==> src/source/armPkg.sv <==
`default_nettype none

package armPkg;

  // ======================================
  // Widths and register numbers
  // ======================================

  // Data, address and instruction width
  localparam int DataWidth = 32;

  // Program counter register number
  localparam logic [3:0] RegPc = 4'd15;

  // ======================================
  // Instruction encodings
  // ======================================

  // Instruction class from bits 27:26
  typedef enum logic [1:0] {
    ClassDp     = 2'b00,
    ClassMem    = 2'b01,
    ClassBranch = 2'b10
  } instrClassT;

  // Data processing command field, bits 24:21
  typedef enum logic [3:0] {
    OpAnd = 4'b0000,
    OpSub = 4'b0010,
    OpAdd = 4'b0100,
    OpCmp = 4'b1010,
    OpOrr = 4'b1100,
    OpMov = 4'b1101
  } dpOpT;

  // Condition field, ARM encoding
  typedef enum logic [3:0] {
    CondEq = 4'b0000,
    CondNe = 4'b0001,
    CondAl = 4'b1110
  } condT;

  // ======================================
  // Internal selects
  // ======================================

  typedef enum logic [2:0] {AluAnd, AluSub, AluAdd, AluOrr, AluMov} aluOpT;

  // Immediate kind for the extend unit
  typedef enum logic [1:0] {ImmDp, ImmMem, ImmBranch} immSrcT;

  // Operand source for the E stage forward muxes
  typedef enum logic [1:0] {FwdNone, FwdWb, FwdMem} fwdSelT;

endpackage

`default_nettype wire
==> src/source/ctrlIf.sv <==
`timescale 1ns/100ps
`default_nettype none

interface ctrlIf;
  import armPkg::*;

  // Control from the controller
  immSrcT                ImmSrcD;
  logic                  ALUSrcE;
  aluOpT                 ALUControlE;
  logic                  BranchTakenE;
  logic                  MemtoRegW;
  logic                  RegWriteW;

  // Register addresses, decoded by the controller from InstrD
  logic [3:0]            RA1D;
  logic [3:0]            RA2D;
  logic [3:0]            WA3W;

  // Status back from the datapath
  logic [DataWidth-1:0]  InstrD;
  // NZCV
  logic [3:0]            ALUFlagsE;

  modport ctrl (
    output ImmSrcD, ALUSrcE, ALUControlE, BranchTakenE, MemtoRegW, RegWriteW,
    output RA1D, RA2D, WA3W,
    input  InstrD, ALUFlagsE
  );

  modport dp (
    input  ImmSrcD, ALUSrcE, ALUControlE, BranchTakenE, MemtoRegW, RegWriteW,
    input  RA1D, RA2D, WA3W,
    output InstrD, ALUFlagsE
  );

endinterface

`default_nettype wire

==> src/source/hazardIf.sv <==
`timescale 1ns/100ps
`default_nettype none

interface hazardIf;
  import armPkg::*;

  // Pipeline register enables, active high stall
  logic   StallF;
  logic   StallD;

  // Bubble insertion into D and E
  logic   FlushD;
  logic   FlushE;

  // Operand forwarding selects for SrcA and write data
  fwdSelT ForwardAE;
  fwdSelT ForwardBE;

  // Hazard unit side
  modport hazard (
    output StallF, StallD, FlushD, FlushE, ForwardAE, ForwardBE
  );

  // Datapath side
  modport dp (
    input  StallF, StallD, FlushD, FlushE, ForwardAE, ForwardBE
  );

endinterface

`default_nettype wire

==> src/source/armCore.sv <==
`timescale 1ns/100ps
`default_nettype none

module armCore (
  input  logic                          clk,
  input  logic                          rst,
  input  logic [armPkg::DataWidth-1:0]  InstrF,
  input  logic [armPkg::DataWidth-1:0]  ReadDataM,
  output logic [armPkg::DataWidth-1:0]  PCF,
  output logic [armPkg::DataWidth-1:0]  DataAdrM,
  output logic [armPkg::DataWidth-1:0]  WriteDataM,
  output logic                          MemWriteM
);

  // Stage-tagged control and addresses for the hazard unit
  logic       regWriteM;
  logic       memtoRegE;
  logic [3:0] wa3E, wa3M, ra1E, ra2E;

  hazardIf hzIf ();
  ctrlIf   ctIf ();

  controller ctrl_i (
    .clk       (clk),
    .rst       (rst),
    .ct        (ctIf),
    .StallD    (hzIf.StallD),
    .FlushE    (hzIf.FlushE),
    .MemWriteM (MemWriteM),
    .RegWriteM (regWriteM),
    .MemtoRegE (memtoRegE),
    .WA3E      (wa3E),
    .WA3M      (wa3M),
    .RA1E      (ra1E),
    .RA2E      (ra2E)
  );

  // ALU result in M doubles as the data address
  datapath dp_i (
    .clk        (clk),
    .rst        (rst),
    .InstrF     (InstrF),
    .ReadDataM  (ReadDataM),
    .PCF        (PCF),
    .ALUOutM    (DataAdrM),
    .WriteDataM (WriteDataM),
    .hz         (hzIf),
    .ct         (ctIf)
  );

  hazardUnit hz_i (
    .hz           (hzIf),
    .RA1E         (ra1E),
    .RA2E         (ra2E),
    .WA3E         (wa3E),
    .WA3M         (wa3M),
    .WA3W         (ctIf.WA3W),
    .RegWriteM    (regWriteM),
    .RegWriteW    (ctIf.RegWriteW),
    .MemtoRegE    (memtoRegE),
    .RA1D         (ctIf.RA1D),
    .RA2D         (ctIf.RA2D),
    .BranchTakenE (ctIf.BranchTakenE)
  );

endmodule

`default_nettype wire

==> src/source/datapath.sv <==
`timescale 1ns/100ps
`default_nettype none

module datapath (
  input  logic                          clk,
  input  logic                          rst,
  input  logic [armPkg::DataWidth-1:0]  InstrF,
  input  logic [armPkg::DataWidth-1:0]  ReadDataM,
  output logic [armPkg::DataWidth-1:0]  PCF,
  output logic [armPkg::DataWidth-1:0]  ALUOutM,
  output logic [armPkg::DataWidth-1:0]  WriteDataM,
  hazardIf.dp                           hz,
  ctrlIf.dp                             ct
);
  import armPkg::*;

  logic [DataWidth-1:0] pcPlus4F, pcNextF;
  logic [DataWidth-1:0] pcPlus4D, pcPlus8D, extImmD, rd1D, rd2D;
  logic [DataWidth-1:0] rd1E, rd2E, extImmE;
  logic [DataWidth-1:0] srcAE, srcBE, writeDataE, aluResultE;
  logic [DataWidth-1:0] aluOutW, readDataW, resultW;

  // Three-way operand select shared by both E forward paths
  function automatic logic [DataWidth-1:0] fwdMux(input fwdSelT sel,
                                                  input logic [DataWidth-1:0] regVal,
                                                  input logic [DataWidth-1:0] wbVal,
                                                  input logic [DataWidth-1:0] memVal);
    case (sel)
      FwdWb:   return wbVal;
      FwdMem:  return memVal;
      default: return regVal;
    endcase
  endfunction

  // ======================================
  // Fetch
  // ======================================
  assign pcPlus4F = PCF + DataWidth'(4);
  // Branch target from the ALU wins over sequential fetch
  assign pcNextF  = ct.BranchTakenE ? aluResultE : pcPlus4F;

  always_ff @(posedge clk) begin
    if (rst) begin
      PCF <= '0;
    end else if (!hz.StallF) begin
      PCF <= pcNextF;
    end
  end

  // ======================================
  // Decode
  // ======================================

  // A flushed slot holds ANDEQ r0, r0, r0 which leaves r0 unchanged
  always_ff @(posedge clk) begin
    if (rst || hz.FlushD) begin
      ct.InstrD <= '0;
      pcPlus4D  <= '0;
    end else if (!hz.StallD) begin
      ct.InstrD <= InstrF;
      pcPlus4D  <= pcPlus4F;
    end
  end

  // r15 reads as the D instruction address plus 8
  assign pcPlus8D = pcPlus4D + DataWidth'(4);

  regfile rf_i (
    .clk      (clk),
    .RegWrite (ct.RegWriteW),
    .RA1      (ct.RA1D),
    .RA2      (ct.RA2D),
    .WA3      (ct.WA3W),
    .WD3      (resultW),
    .R15      (pcPlus8D),
    .RD1      (rd1D),
    .RD2      (rd2D)
  );

  // Immediate extend, no rotate
  always_comb begin
    case (ct.ImmSrcD)
      ImmDp:     extImmD = {24'b0, ct.InstrD[7:0]};
      ImmMem:    extImmD = {20'b0, ct.InstrD[11:0]};
      // Signed word offset
      ImmBranch: extImmD = {{6{ct.InstrD[23]}}, ct.InstrD[23:0], 2'b00};
      default:   extImmD = '0;
    endcase
  end

  // ======================================
  // Execute
  // ======================================
  always_ff @(posedge clk) begin
    if (hz.FlushE) begin
      rd1E    <= '0;
      rd2E    <= '0;
      extImmE <= '0;
    end else begin
      rd1E    <= rd1D;
      rd2E    <= rd2D;
      extImmE <= extImmD;
    end
  end

  assign srcAE      = fwdMux(hz.ForwardAE, rd1E, resultW, ALUOutM);
  assign writeDataE = fwdMux(hz.ForwardBE, rd2E, resultW, ALUOutM);
  assign srcBE      = ct.ALUSrcE ? extImmE : writeDataE;

  alu alu_i (
    .SrcA       (srcAE),
    .SrcB       (srcBE),
    .ALUControl (ct.ALUControlE),
    .Result     (aluResultE),
    .Flags      (ct.ALUFlagsE)
  );

  // ======================================
  // Memory
  // ======================================
  always_ff @(posedge clk) begin
    ALUOutM    <= aluResultE;
    WriteDataM <= writeDataE;
  end

  // ======================================
  // Writeback
  // ======================================
  always_ff @(posedge clk) begin
    aluOutW   <= ALUOutM;
    readDataW <= ReadDataM;
  end

  // Feeds both the register file and the W forward path
  assign resultW = ct.MemtoRegW ? readDataW : aluOutW;

endmodule

`default_nettype wire

==> src/source/hazardUnit.sv <==
`timescale 1ns/100ps
`default_nettype none

module hazardUnit (
  hazardIf.hazard     hz,
  input  logic [3:0]  RA1E,
  input  logic [3:0]  RA2E,
  input  logic [3:0]  WA3E,
  input  logic [3:0]  WA3M,
  input  logic [3:0]  WA3W,
  input  logic        RegWriteM,
  input  logic        RegWriteW,
  input  logic        MemtoRegE,
  input  logic [3:0]  RA1D,
  input  logic [3:0]  RA2D,
  input  logic        BranchTakenE
);
  import armPkg::*;

  logic ldrStall;

  // ======================================
  // Forwarding
  // ======================================

  // M has priority over W, r15 always comes from the PC
  function automatic fwdSelT pickFwd(input logic [3:0] ra, input logic [3:0] waM,
                                     input logic [3:0] waW, input logic wrM,
                                     input logic wrW);
    if (ra == RegPc) begin
      return FwdNone;
    end else if (wrM && (ra == waM)) begin
      return FwdMem;
    end else if (wrW && (ra == waW)) begin
      return FwdWb;
    end
    return FwdNone;
  endfunction

  assign hz.ForwardAE = pickFwd(RA1E, WA3M, WA3W, RegWriteM, RegWriteW);
  assign hz.ForwardBE = pickFwd(RA2E, WA3M, WA3W, RegWriteM, RegWriteW);

  // ======================================
  // Stall and flush
  // ======================================

  // Load in E whose result a D source needs
  assign ldrStall = MemtoRegE && ((WA3E == RA1D) || (WA3E == RA2D));

  assign hz.StallF = ldrStall;
  assign hz.StallD = ldrStall;
  // Taken branch kills the two younger instructions
  assign hz.FlushD = BranchTakenE;
  assign hz.FlushE = ldrStall || BranchTakenE;

endmodule

`default_nettype wire

==> src/source/controller.sv <==
`timescale 1ns/100ps
`default_nettype none

module controller (
  input  logic        clk,
  input  logic        rst,
  ctrlIf.ctrl         ct,
  input  logic        StallD,
  input  logic        FlushE,
  output logic        MemWriteM,
  output logic        RegWriteM,
  output logic        MemtoRegE,
  output logic [3:0]  WA3E,
  output logic [3:0]  WA3M,
  output logic [3:0]  RA1E,
  output logic [3:0]  RA2E
);
  import armPkg::*;

  instrClassT classD;
  dpOpT       cmdD;
  aluOpT      aluOpD;
  logic       regWriteD, memWriteD, memtoRegD, branchD, aluSrcD, flagWriteD;
  logic       regWriteE, memWriteE, branchE, flagWriteE, condExE;
  condT       condE;
  logic       memtoRegM;
  // NZCV
  logic [3:0] flagsReg;

  // ======================================
  // Decode
  // ======================================
  assign classD = instrClassT'(ct.InstrD[27:26]);
  assign cmdD   = dpOpT'(ct.InstrD[24:21]);

  // Branches read r15 for the PC+8 base, stores read Rd as write data
  assign ct.RA1D = (classD == ClassBranch) ? RegPc : ct.InstrD[19:16];
  assign ct.RA2D = (classD == ClassMem) ? ct.InstrD[15:12] : ct.InstrD[3:0];

  always_comb begin
    regWriteD  = 1'b0;
    memWriteD  = 1'b0;
    memtoRegD  = 1'b0;
    branchD    = 1'b0;
    aluSrcD    = 1'b1;
    flagWriteD = 1'b0;
    aluOpD     = AluAdd;
    ct.ImmSrcD = ImmDp;
    case (classD)
      ClassDp: begin
        // Bit 25 picks immediate over Rm
        aluSrcD    = ct.InstrD[25];
        regWriteD  = (cmdD != OpCmp);
        flagWriteD = ct.InstrD[20] || (cmdD == OpCmp);
        case (cmdD)
          OpAnd:        aluOpD = AluAnd;
          OpSub, OpCmp: aluOpD = AluSub;
          OpAdd:        aluOpD = AluAdd;
          OpOrr:        aluOpD = AluOrr;
          OpMov:        aluOpD = AluMov;
          default: begin
            // Unsupported command does nothing
            regWriteD  = 1'b0;
            flagWriteD = 1'b0;
          end
        endcase
      end
      ClassMem: begin
        ct.ImmSrcD = ImmMem;
        // U bit selects offset direction, L bit load versus store
        aluOpD     = ct.InstrD[23] ? AluAdd : AluSub;
        memtoRegD  = ct.InstrD[20];
        regWriteD  = ct.InstrD[20];
        memWriteD  = !ct.InstrD[20];
      end
      ClassBranch: begin
        ct.ImmSrcD = ImmBranch;
        branchD    = 1'b1;
      end
      default: ;
    endcase
    // No writes to r15
    if (ct.InstrD[15:12] == RegPc) regWriteD = 1'b0;
  end

  // ======================================
  // Execute
  // ======================================

  // A stalled D slot must not also enter E, so E gets a bubble
  always_ff @(posedge clk) begin
    if (rst || FlushE || StallD) begin
      regWriteE  <= 1'b0;
      memWriteE  <= 1'b0;
      MemtoRegE  <= 1'b0;
      branchE    <= 1'b0;
      flagWriteE <= 1'b0;
    end else begin
      regWriteE  <= regWriteD;
      memWriteE  <= memWriteD;
      MemtoRegE  <= memtoRegD;
      branchE    <= branchD;
      flagWriteE <= flagWriteD;
    end
  end

  // Payload side of the E register
  always_ff @(posedge clk) begin
    ct.ALUSrcE     <= aluSrcD;
    ct.ALUControlE <= aluOpD;
    condE          <= condT'(ct.InstrD[31:28]);
    WA3E           <= ct.InstrD[15:12];
    RA1E           <= ct.RA1D;
    RA2E           <= ct.RA2D;
  end

  // Condition check against the committed flags, Z is bit 2
  always_comb begin
    case (condE)
      CondEq:  condExE = flagsReg[2];
      CondNe:  condExE = !flagsReg[2];
      CondAl:  condExE = 1'b1;
      default: condExE = 1'b0;
    endcase
  end

  assign ct.BranchTakenE = branchE && condExE;

  always_ff @(posedge clk) begin
    if (rst) begin
      flagsReg <= '0;
    end else if (flagWriteE && condExE) begin
      flagsReg <= ct.ALUFlagsE;
    end
  end

  // ======================================
  // Memory and writeback
  // ======================================
  always_ff @(posedge clk) begin
    if (rst) begin
      RegWriteM    <= 1'b0;
      MemWriteM    <= 1'b0;
      memtoRegM    <= 1'b0;
      ct.RegWriteW <= 1'b0;
      ct.MemtoRegW <= 1'b0;
    end else begin
      // Failed condition cancels the writes here
      RegWriteM    <= regWriteE && condExE;
      MemWriteM    <= memWriteE && condExE;
      memtoRegM    <= MemtoRegE;
      ct.RegWriteW <= RegWriteM;
      ct.MemtoRegW <= memtoRegM;
    end
  end

  always_ff @(posedge clk) begin
    WA3M    <= WA3E;
    ct.WA3W <= WA3M;
  end

endmodule

`default_nettype wire

==> src/source/alu.sv <==
`timescale 1ns/100ps
`default_nettype none

module alu (
  input  logic [armPkg::DataWidth-1:0]  SrcA,
  input  logic [armPkg::DataWidth-1:0]  SrcB,
  input  armPkg::aluOpT                 ALUControl,
  output logic [armPkg::DataWidth-1:0]  Result,
  output logic [3:0]                    Flags
);
  import armPkg::*;

  logic                 subtract;
  logic [DataWidth-1:0] srcBEff;
  logic [DataWidth:0]   sum;
  logic                 carry;
  logic                 overflow;

  // Subtract as A + ~B + 1, carry out is ARM's not-borrow
  assign subtract = (ALUControl == AluSub);
  assign srcBEff  = subtract ? ~SrcB : SrcB;
  assign sum      = {1'b0, SrcA} + {1'b0, srcBEff} + {{DataWidth{1'b0}}, subtract};

  always_comb begin
    carry    = 1'b0;
    overflow = 1'b0;
    case (ALUControl)
      AluAnd: Result = SrcA & SrcB;
      AluOrr: Result = SrcA | SrcB;
      AluMov: Result = SrcB;
      AluAdd, AluSub: begin
        Result   = sum[DataWidth-1:0];
        carry    = sum[DataWidth];
        // Same-sign operands giving a result of the other sign
        overflow = (SrcA[DataWidth-1] == srcBEff[DataWidth-1]) &&
                   (Result[DataWidth-1] != SrcA[DataWidth-1]);
      end
      default: Result = '0;
    endcase
  end

  // NZCV
  assign Flags = {Result[DataWidth-1], (Result == '0), carry, overflow};

endmodule

`default_nettype wire

==> src/source/regfile.sv <==
`timescale 1ns/100ps
`default_nettype none

module regfile (
  input  logic                          clk,
  input  logic                          RegWrite,
  input  logic [3:0]                    RA1,
  input  logic [3:0]                    RA2,
  input  logic [3:0]                    WA3,
  input  logic [armPkg::DataWidth-1:0]  WD3,
  input  logic [armPkg::DataWidth-1:0]  R15,
  output logic [armPkg::DataWidth-1:0]  RD1,
  output logic [armPkg::DataWidth-1:0]  RD2
);
  import armPkg::*;

  // r0 to r14 only, r15 lives in the PC logic
  logic [DataWidth-1:0] regs [0:14];

  // Read port with r15 substitution and write-through
  function automatic logic [DataWidth-1:0] readReg(input logic [3:0] ra);
    if (ra == RegPc) begin
      return R15;
    end else if (RegWrite && (ra == WA3)) begin
      // Same cycle write seen by D stage
      return WD3;
    end
    return regs[ra];
  endfunction

  // Writes to r15 are dropped
  always_ff @(posedge clk) begin
    if (RegWrite && (WA3 != RegPc)) begin
      regs[WA3] <= WD3;
    end
  end

  always_comb begin
    RD1 = readReg(RA1);
    RD2 = readReg(RA2);
  end

endmodule

`default_nettype wire

==> config.mk <==
export PLATFORM = sky130hd
export DESIGN_NAME = armCore
export DESIGN_NICKNAME = d
export VERILOG_FILES = /design/src/source/armPkg.sv /design/src/source/ctrlIf.sv /design/src/source/hazardIf.sv /design/src/source/armCore.sv /design/src/source/datapath.sv /design/src/source/hazardUnit.sv /design/src/source/controller.sv /design/src/source/alu.sv /design/src/source/regfile.sv
export SDC_FILE = /design/constraint.sdc
export NUM_CORES = 2
export LEC_CHECK = 0
export ABC_AREA = 0
export BUFFER_PORTS_ARGS = -buffer_cell sky130_fd_sc_hd__buf_2
export CELL_PAD_IN_SITES_DETAIL_PLACEMENT = 0
export CELL_PAD_IN_SITES_GLOBAL_PLACEMENT = 2
export CORE_AREA = 2 2 334 336
export DETAILED_ROUTE_END_ITERATION = 16
export DIE_AREA = 0 0 336 338
export PLACE_DENSITY = 0.77
export SYNTH_ARGS = -nofsm -noshare
export SYNTH_HDL_FRONTEND = slang
export SYNTH_SLANG_ARGS = --single-unit
==> constraint.sdc <==
create_clock -name clk -period 5.5 [get_ports clk]
set_input_delay 1.1 -clock clk [delete_from_list [all_inputs] [get_ports clk]]
set_output_delay 1.1 -clock clk [all_outputs]
set_load 0.02 [all_outputs]
# --- Word level (Yosys, flattened, before mapping) ---
# Memories as Yosys holds them, arrays and structs flattened.
# Cells that the tools add are included.
totals:
  reg_bits: 361
  mem_bits_rw: 480
  input_bits: 66
  wordCells: 155
  n_memories: 1
classes:
  addsub: 4
  n_eq_ne: 36
  mux: 46
  bitwise: 6
  reduce_logical: 33
mem_list:
  columns: ["name", "depth", "word_bits", "rd", "rd_clocked_by_memory_dff", "wr", "line_no", "rtl"]
  rows:
  - ["dp_i.rf_i.regs", 15, 32, 2, 0, 1, "regfile.sv:18", "logic [DataWidth-1:0] regs [0:14];"]
op_table:
  columns: ["operator", "count"]
  rows:
  - ["2-to-1 mux 32 bit", 10]
  - ["case mux 32 bit (2 select lines)", 2]
  - ["case mux 32 bit (4 select lines)", 1]
  - ["case mux 32 bit (3 select lines)", 1]
  - ["adder 32 x 3 -> 32 bit (second input constant)", 2]
  - ["equality test 4 bit (second input constant)", 9]
  - ["adder 32 x 32 -> 33 bit", 1]
  - ["adder 33 x 1 -> 33 bit", 1]
  - ["AND 32 bit", 1]
  - ["equality test 4 bit", 8]
  - ["logical NOT 32 bit", 1]
  - ["inverter 32 bit", 1]
  - ["OR 32 bit", 1]
  - ["2-to-1 mux 2 bit", 9]
  - ["2-to-1 mux 1 bit", 16]
  - ["logical AND 1 bit", 13]
  - ["case mux 3 bit (4 select lines)", 1]
  - ["equality test 2 x 1 -> 1 bit (second input constant)", 4]
  - ["equality test 2 bit (second input constant)", 4]
  - ["logical NOT 4 bit", 2]
  - ["2-to-1 mux 4 bit", 2]
  - ["inequality test 4 bit (second input constant)", 2]
  - ["OR reduction 2 bit", 4]
  - ["equality test 3 x 2 -> 1 bit (second input constant)", 2]
  - ["18 further kinds", 27]

# --- Logic depth before layout (Yosys ltp) ---
depth:
  depth_word: 16
  depth_mapped: 25
  depth_no_buf: 21

# --- Modules after synthesis ---
# From an unflattened synthesis, not the netlist that was laid out.
hier_totals:
  hier_cells: 3491
  area_unflattened_um2: 41267.1
by_module_without_submodules:
  columns: ["mod", "n_inst", "cells_per_inst", "area_each_um2"]
  rows:
  - ["regfile", 1, 1549, 24044.3]
  - ["datapath", 1, 1267, 12142.9]
  - ["alu", 1, 523, 3545.9]
  - ["controller", 1, 102, 1181.1]
  - ["hazardUnit", 1, 50, 352.8]

# --- Worst setup path after synthesis ---
# No wires, ideal clock.
synth_timing:
  kind: "register to register"
  startpoint: "register ctrl_i.ct.MemtoRegW"
  endpoint: "register ctrl_i.flagsReg[2]"
  arrival_ns: 5.578
  slack_ns: -0.174
  stages_incl_launch_ff: 23
  n_path_buf: 4
  cell_sequence: "dfxtp_1 -> clkbuf_1 -> buf_1 -> buf_1 -> mux2i_1 -> nor2_1 -> a221o_1 -> mux2i_1 -> xnor2_1 -> ha_1 -> clkbuf_1 -> a21oi_1 -> o21ai_0 -> a41oi_1 -> o21bai_1 -> a311o_1 -> a211oi_1 -> nor3b_1 -> o41ai_1 -> nand3_1 -> nand4b_1 -> or4_1 -> o41ai_2"
synth_between:
  elab_chain_len: 9
  elab_cells_between_ends: 12
  cone_classes: "add/sub: 2; mux: 6; bitwise: 3; reduce/logical: 1"
synth_lines:
  columns: ["item", "line_no", "rtl"]
  rows:
  - ["start: declaration", "ctrlIf.sv:26", "output ImmSrcD, ALUSrcE, ALUControlE, BranchTakenE, MemtoRegW, RegWriteW,"]
  - ["start signal: assignment", "controller.sv:153", "ct.MemtoRegW <= memtoRegM;"]
  - ["2-to-1 mux 32 bit (*)", "datapath.sv:135", "assign resultW = ct.MemtoRegW ? readDataW : aluOutW;"]
  - ["case mux 32 bit (2 select lines) (*)", "datapath.sv:28", "case (sel)"]
  - ["net dp_i.writeDataE[13]", "datapath.sv:20", "logic [DataWidth-1:0] srcAE, srcBE, writeDataE, aluResultE;"]
  - ["2-to-1 mux 32 bit (*)", "datapath.sv:108", "assign srcBE = ct.ALUSrcE ? extImmE : writeDataE;"]
  - ["inverter 32 bit", "alu.sv:21", "assign srcBEff = subtract ? ~SrcB : SrcB;"]
  - ["2-to-1 mux 32 bit (*)", "alu.sv:21", null]
  - ["adder 32 x 32 -> 33 bit (*)", "alu.sv:22", "assign sum = {1'b0, SrcA} + {1'b0, srcBEff} + {{DataWidth{1'b0}}, subtract};"]
  - ["adder 33 x 1 -> 33 bit (*)", "alu.sv:22", null]
  - ["case mux 32 bit (4 select lines) (*)", "alu.sv:27", "case (ALUControl)"]
  - ["net dp_i.aluResultE[28]", "datapath.sv:20", null]
  - ["logical NOT 32 bit (*)", "alu.sv:43", "assign Flags = {Result[DataWidth-1], (Result == '0), carry, overflow};"]
  - ["end signal: assignment", "controller.sv:133", "flagsReg <= ct.ALUFlagsE;"]
  - ["end: declaration", "controller.sv:28", "logic [3:0] flagsReg;"]
# Mark *: on every way through the listed nets, which the timed path passes. The rest lies on a longest branch.
# A chain may end at the register's enable or synchronous reset.

# --- Worst setup path in the final report ---
layout_timing:
  startpoint: "register ctrl_i.RA2E[2]"
  endpoint: "register ctrl_i.flagsReg[2]"
layout_between:
  elab_chain_len: 15
  elab_cells_between_ends: 23
  cone_classes: "add/sub: 2; eq/ne: 5; mux: 10; bitwise: 3; reduce/logical: 3"
layout_lines:
  columns: ["item", "line_no", "rtl"]
  rows:
  - ["start: declaration", "controller.sv:16", "output logic [3:0] RA2E"]
  - ["start signal: assignment", "controller.sv:114", "RA2E <= ct.RA2D;"]
  - ["equality test 4 bit", "hazardUnit.sv:34", "end else if (wrW && (ra == waW)) begin"]
  - ["logical AND 1 bit", "hazardUnit.sv:34", null]
  - ["2-to-1 mux 1 bit", "hazardUnit.sv:34", null]
  - ["2-to-1 mux 1 bit", "hazardUnit.sv:32", "end else if (wrM && (ra == waM)) begin"]
  - ["2-to-1 mux 1 bit", "hazardUnit.sv:30", "if (ra == RegPc) begin"]
  - ["2-to-1 mux 2 bit (*)", "hazardUnit.sv:37", "return FwdNone;"]
  - ["equality test 2 bit or equality test 2 x 1 -> 1 bit (tied branches)", "datapath.sv:28", null]
  - ["case mux 32 bit (2 select lines) (*)", "datapath.sv:28", null]
  - ["net dp_i.writeDataE[9]", "datapath.sv:20", null]
  - ["2-to-1 mux 32 bit (*)", "datapath.sv:108", null]
  - ["inverter 32 bit", "alu.sv:21", null]
  - ["2-to-1 mux 32 bit (*)", "alu.sv:21", null]
  - ["adder 32 x 32 -> 33 bit (*)", "alu.sv:22", null]
  - ["adder 33 x 1 -> 33 bit (*)", "alu.sv:22", null]
  - ["case mux 32 bit (4 select lines) (*)", "alu.sv:27", null]
  - ["net dp_i.aluResultE[22]", "datapath.sv:20", null]
  - ["logical NOT 32 bit (*)", "alu.sv:43", null]
# Marks and branches as above.

==> results.py <==
metrics = {
    "setup_path": {
        "worst_setup_path_start_kind": "flop",
        "path_max_fanout": 11,
        "critPathSlowestCell": "or4_4",
        "cp.required_ns": 6.09,
        "path_common_cell": "buf_4",
        "crit_arrival_ns": 5.90,
        "end_kind": "flop",
        "crit_type": "flop to flop",
        "max_stage_delay_ns": 0.50,
    },
    "place": {
        "pre_cts_ws_ns": -0.115,
        "portBuffers": 162,
        "hpwl_um": 110000,
        "gp_congestion": 0.967,
    },
    "global_routing": {
        "first_global_vias": 33300,
        "grtUsageMet3_pct": 4.42,
        "use_met1_pct": 40.2,
        "grt-busiest-layer": "met2",
        "antenna_found_initial": 8,
        "grt_max_degree": 126,
        "grt_pass1_wl_um": 234000,
        "grt_overflow": 0,
        "grt_util_met2_pct": 43.4,
        "grt_usage_pct": 28.1,
    },
    "power": {
        "combPwrFrac_pct": 27.9,
        "switching_share_pct": 34.0,
        "power.internal_w": 0.0129,
        "seq_power_share_pct": 40.5,
        "netSwitchingPower_w": 0.00663,
        "leakage_nw": 18.0,
        "pwr-share-clk_pct": 31.6,
        "peakVddDrop_mv": 0.276,
        "powerDensity_mw_per_mm2": 405,
    },
    "sta": {
        "hold-worst-slack_ns": 0.345,
        "clock_skew_ns": 0.0334,
        "setup_viol_count_final": 0,
        "finalCritPeriodShare_pct": 96.6,
        "fmax_mhz": 188,
        "hold_viol": 0,
        "min_period_ns": 5.31,
        "max_slew.worst_pin.slew_ns": 1.16,
        "slew_headroom_pct": 22.8,
        "fin_ws_ns": 0.189,
        "drv_slew": 0,
    },
    "final_layout": {
        "syn_to_final_growth_pct": 19.4,
        "layout_common_cells": "nand2_1, edfxtp_1, dfxtp_1",
        "final_core_util_pct": 43.7,
        "layout_commonest_cell": "nand2_1",
        "final_net_count": 4451,
        "drive_above_1_share_pct": 19.4,
    },
    "clock_tree": {
        "cts_buffer_depth": 3,
        "numCtsBuffers": 91,
        "clock_latency_ns": 0.69,
        "cts_tree": "built",
        "clockRootBuffer": "clkbuf_16",
        "htreeDepth": 3,
        "cts_num_sinks": 833,
        "ctsHoldBuffers": 0,
        "clkTransAtPathRegs_ns": 0.07,
    },
    "detailed_routing": {
        "antenna_left": 0,
        "wirelength_um": 163000,
        "drc": 0,
        "first_pass_iters": 6,
        "drt_iter0_drc": 3835,
        "avgRoutedWirePerCell_um": 27.6,
        "vias": 35100,
        "vias_per_cell": 5.93,
    },
    "floorplan": {
        "start_util_pct": 36.6,
        "boundaryPins": 163,
        "dieArea_mm2": 0.114,
        "coreArea_mm2": 0.110,
        "dieHeight_um": 338,
        "std_cell_rows": 122,
        "dieWidth_um": 336,
    },
    "synthesis": {
        "yosysTopAreaCell": "edfxtp_1",
        "ys_seq_area_share_pct": 53.3,
        "yosysTopAreaCellShare_pct": 35.8,
        "ys_async_sr_fraction_pct": 0,
        "syn_area_mm2": 0.0403,
        "syn_nets": 4188,
        "synth_edf_count": 480,
        "synth_seq_cells": 833,
        "syn_avg_cell_area_um2": 9.87,
        "netlist_instances": 4085,
        "synth_area_leaders": "edfxtp_1, dfxtp_1, nand2_1",
        "synth_ff_type": "edfxtp_1",
        "yosys_warnings": 0,
        "synth_cell_types": 83,
    },
    "min_path": {
        "hp-class": "flop to flop",
    },
    "run_status": {
        "status": "finished, final reports clean",
    },
    "run": {
        "cap_violations": 0,
    },
}
registers in the layout (all words and copies together) (netlist names), 32 cells and up:
name             count
dp_i.rd2E           32
dp_i.readDataW      32
dp_i.ALUOutM        32
dp_i.rd1E           32
dp_i.ct.InstrD      32
dp_i.pcPlus4D       32
dp_i.PCF            32
dp_i.aluOutW        32
dp_i.rf_i.regs     480
dp_i.WriteDataM     32
power by group through the flow:
| stage | clock network (W) | logic, W | registers [W] |
|---|---|---|---|
| floorplan | 0 | 0.00237 | 0.00801 |
| global placement | 0 | 0.00515 | 0.00804 |
| detailed placement | 0 | 0.00513 | 0.00803 |
| CTS | 0.00625 | 0.00518 | 0.00790 |
| global route | 0.00650 | 0.00571 | 0.00792 |
| finish | 0.00616 | 0.00543 | 0.00790 |
area by class of cell:
cell class,count,area [um^2]
fill,10600,61900
sequential,833,21500
multi-input combinational,2868,18100
timing repair buffer,497,3530
clock buffer,112,2460
tap,1488,1860
clock inverter,54,508
inverter,57,221
antenna,1,2.50
cells by family after synthesis:
group           Yosys count  share of synthesized area (%)
buf+inv                 384                           3.63
xor+xnor                133                           2.89
mux                     188                           4.96
flops                   833                           53.3
compound gates         1004                           17.7
fa+ha+maj                37                           1.17
simple gates           1506                           16.4
stage by stage:
stage          setup TNS, ns  std cells  power, W  cell area [um^2]
6_report                   0       5910    0.0195             48100
2_1_floorplan              0       4085    0.0104             40300
5_1_grt              -0.0670       5909    0.0201             48100
3_5_place_dp          -0.115       5731    0.0132             44600
3_3_place_gp         -0.0333       5731    0.0132             44600
4_1_cts                    0       5897    0.0193             47600
per-layer routing:
layer,part of all wire [%],up-vias
met5,0,-
met4,3.4,0
met3,7.8,269
met2,44,1558
met1,44,17500
li1,-,15800
worst max-delay path, delay by kind of cell, from the launching register on:
kind	cells	cell delay, ns
AND/OR/NAND/NOR	6	1.44
AO/OA/AOI/OAI	7	1.44
buffers and inverters	7	1.10
XOR/XNOR	3	0.47
flip-flops	1	0.32
adder cells (fa/ha/maj)	1	0.27
multiplexers	1	0.20
final timing paths:
path	to	slack, ns	cells after the start	startpoint
max	ctrl_i.flagsReg[2]$_SDFFE_PP0P_	0.19	25	ctrl_i.RA2E[2]$_DFF_P_
min reg2reg	ctrl_i.condE[2]$_DFF_P_	0.34	0	dp_i.ct.InstrD[30]$_SDFFE_PP0N_
max reg2reg	ctrl_i.flagsReg[2]$_SDFFE_PP0P_	0.19	25	ctrl_i.RA2E[2]$_DFF_P_
min	ctrl_i.condE[2]$_DFF_P_	0.34	0	dp_i.ct.InstrD[30]$_SDFFE_PP0N_
cells in the mapped netlist (all sizes together), types with 10 or more instances:
master	n
nand2	723
edfxtp	480
dfxtp	353
nor2	302
clkbuf	287
nand3	234
a21oi	198
a211oi	136
a31oi	112
a311oi	99
o221ai	97
mux2	94
mux2i	94
and3	90
xnor2	90
o21ai	88
a22oi	73
inv	56
xor2	43
buf	40
a221oi	39
nor3	38
ha	36
nand4	23
and2	19
o211ai	19
a221o	16
a21o	14
nand2b	13
nor2b	12
o21a	12
nor4	11
o22ai	11
o2111ai	10
what timing repair did:
item,4_1_cts,5_1_grt
gates resized for setup,18,81
endpoints found under the setup margin,1,9
setup buffers,0,12
pin swaps,6,31
No activity file was read; power rests on OpenSTA's default activity.
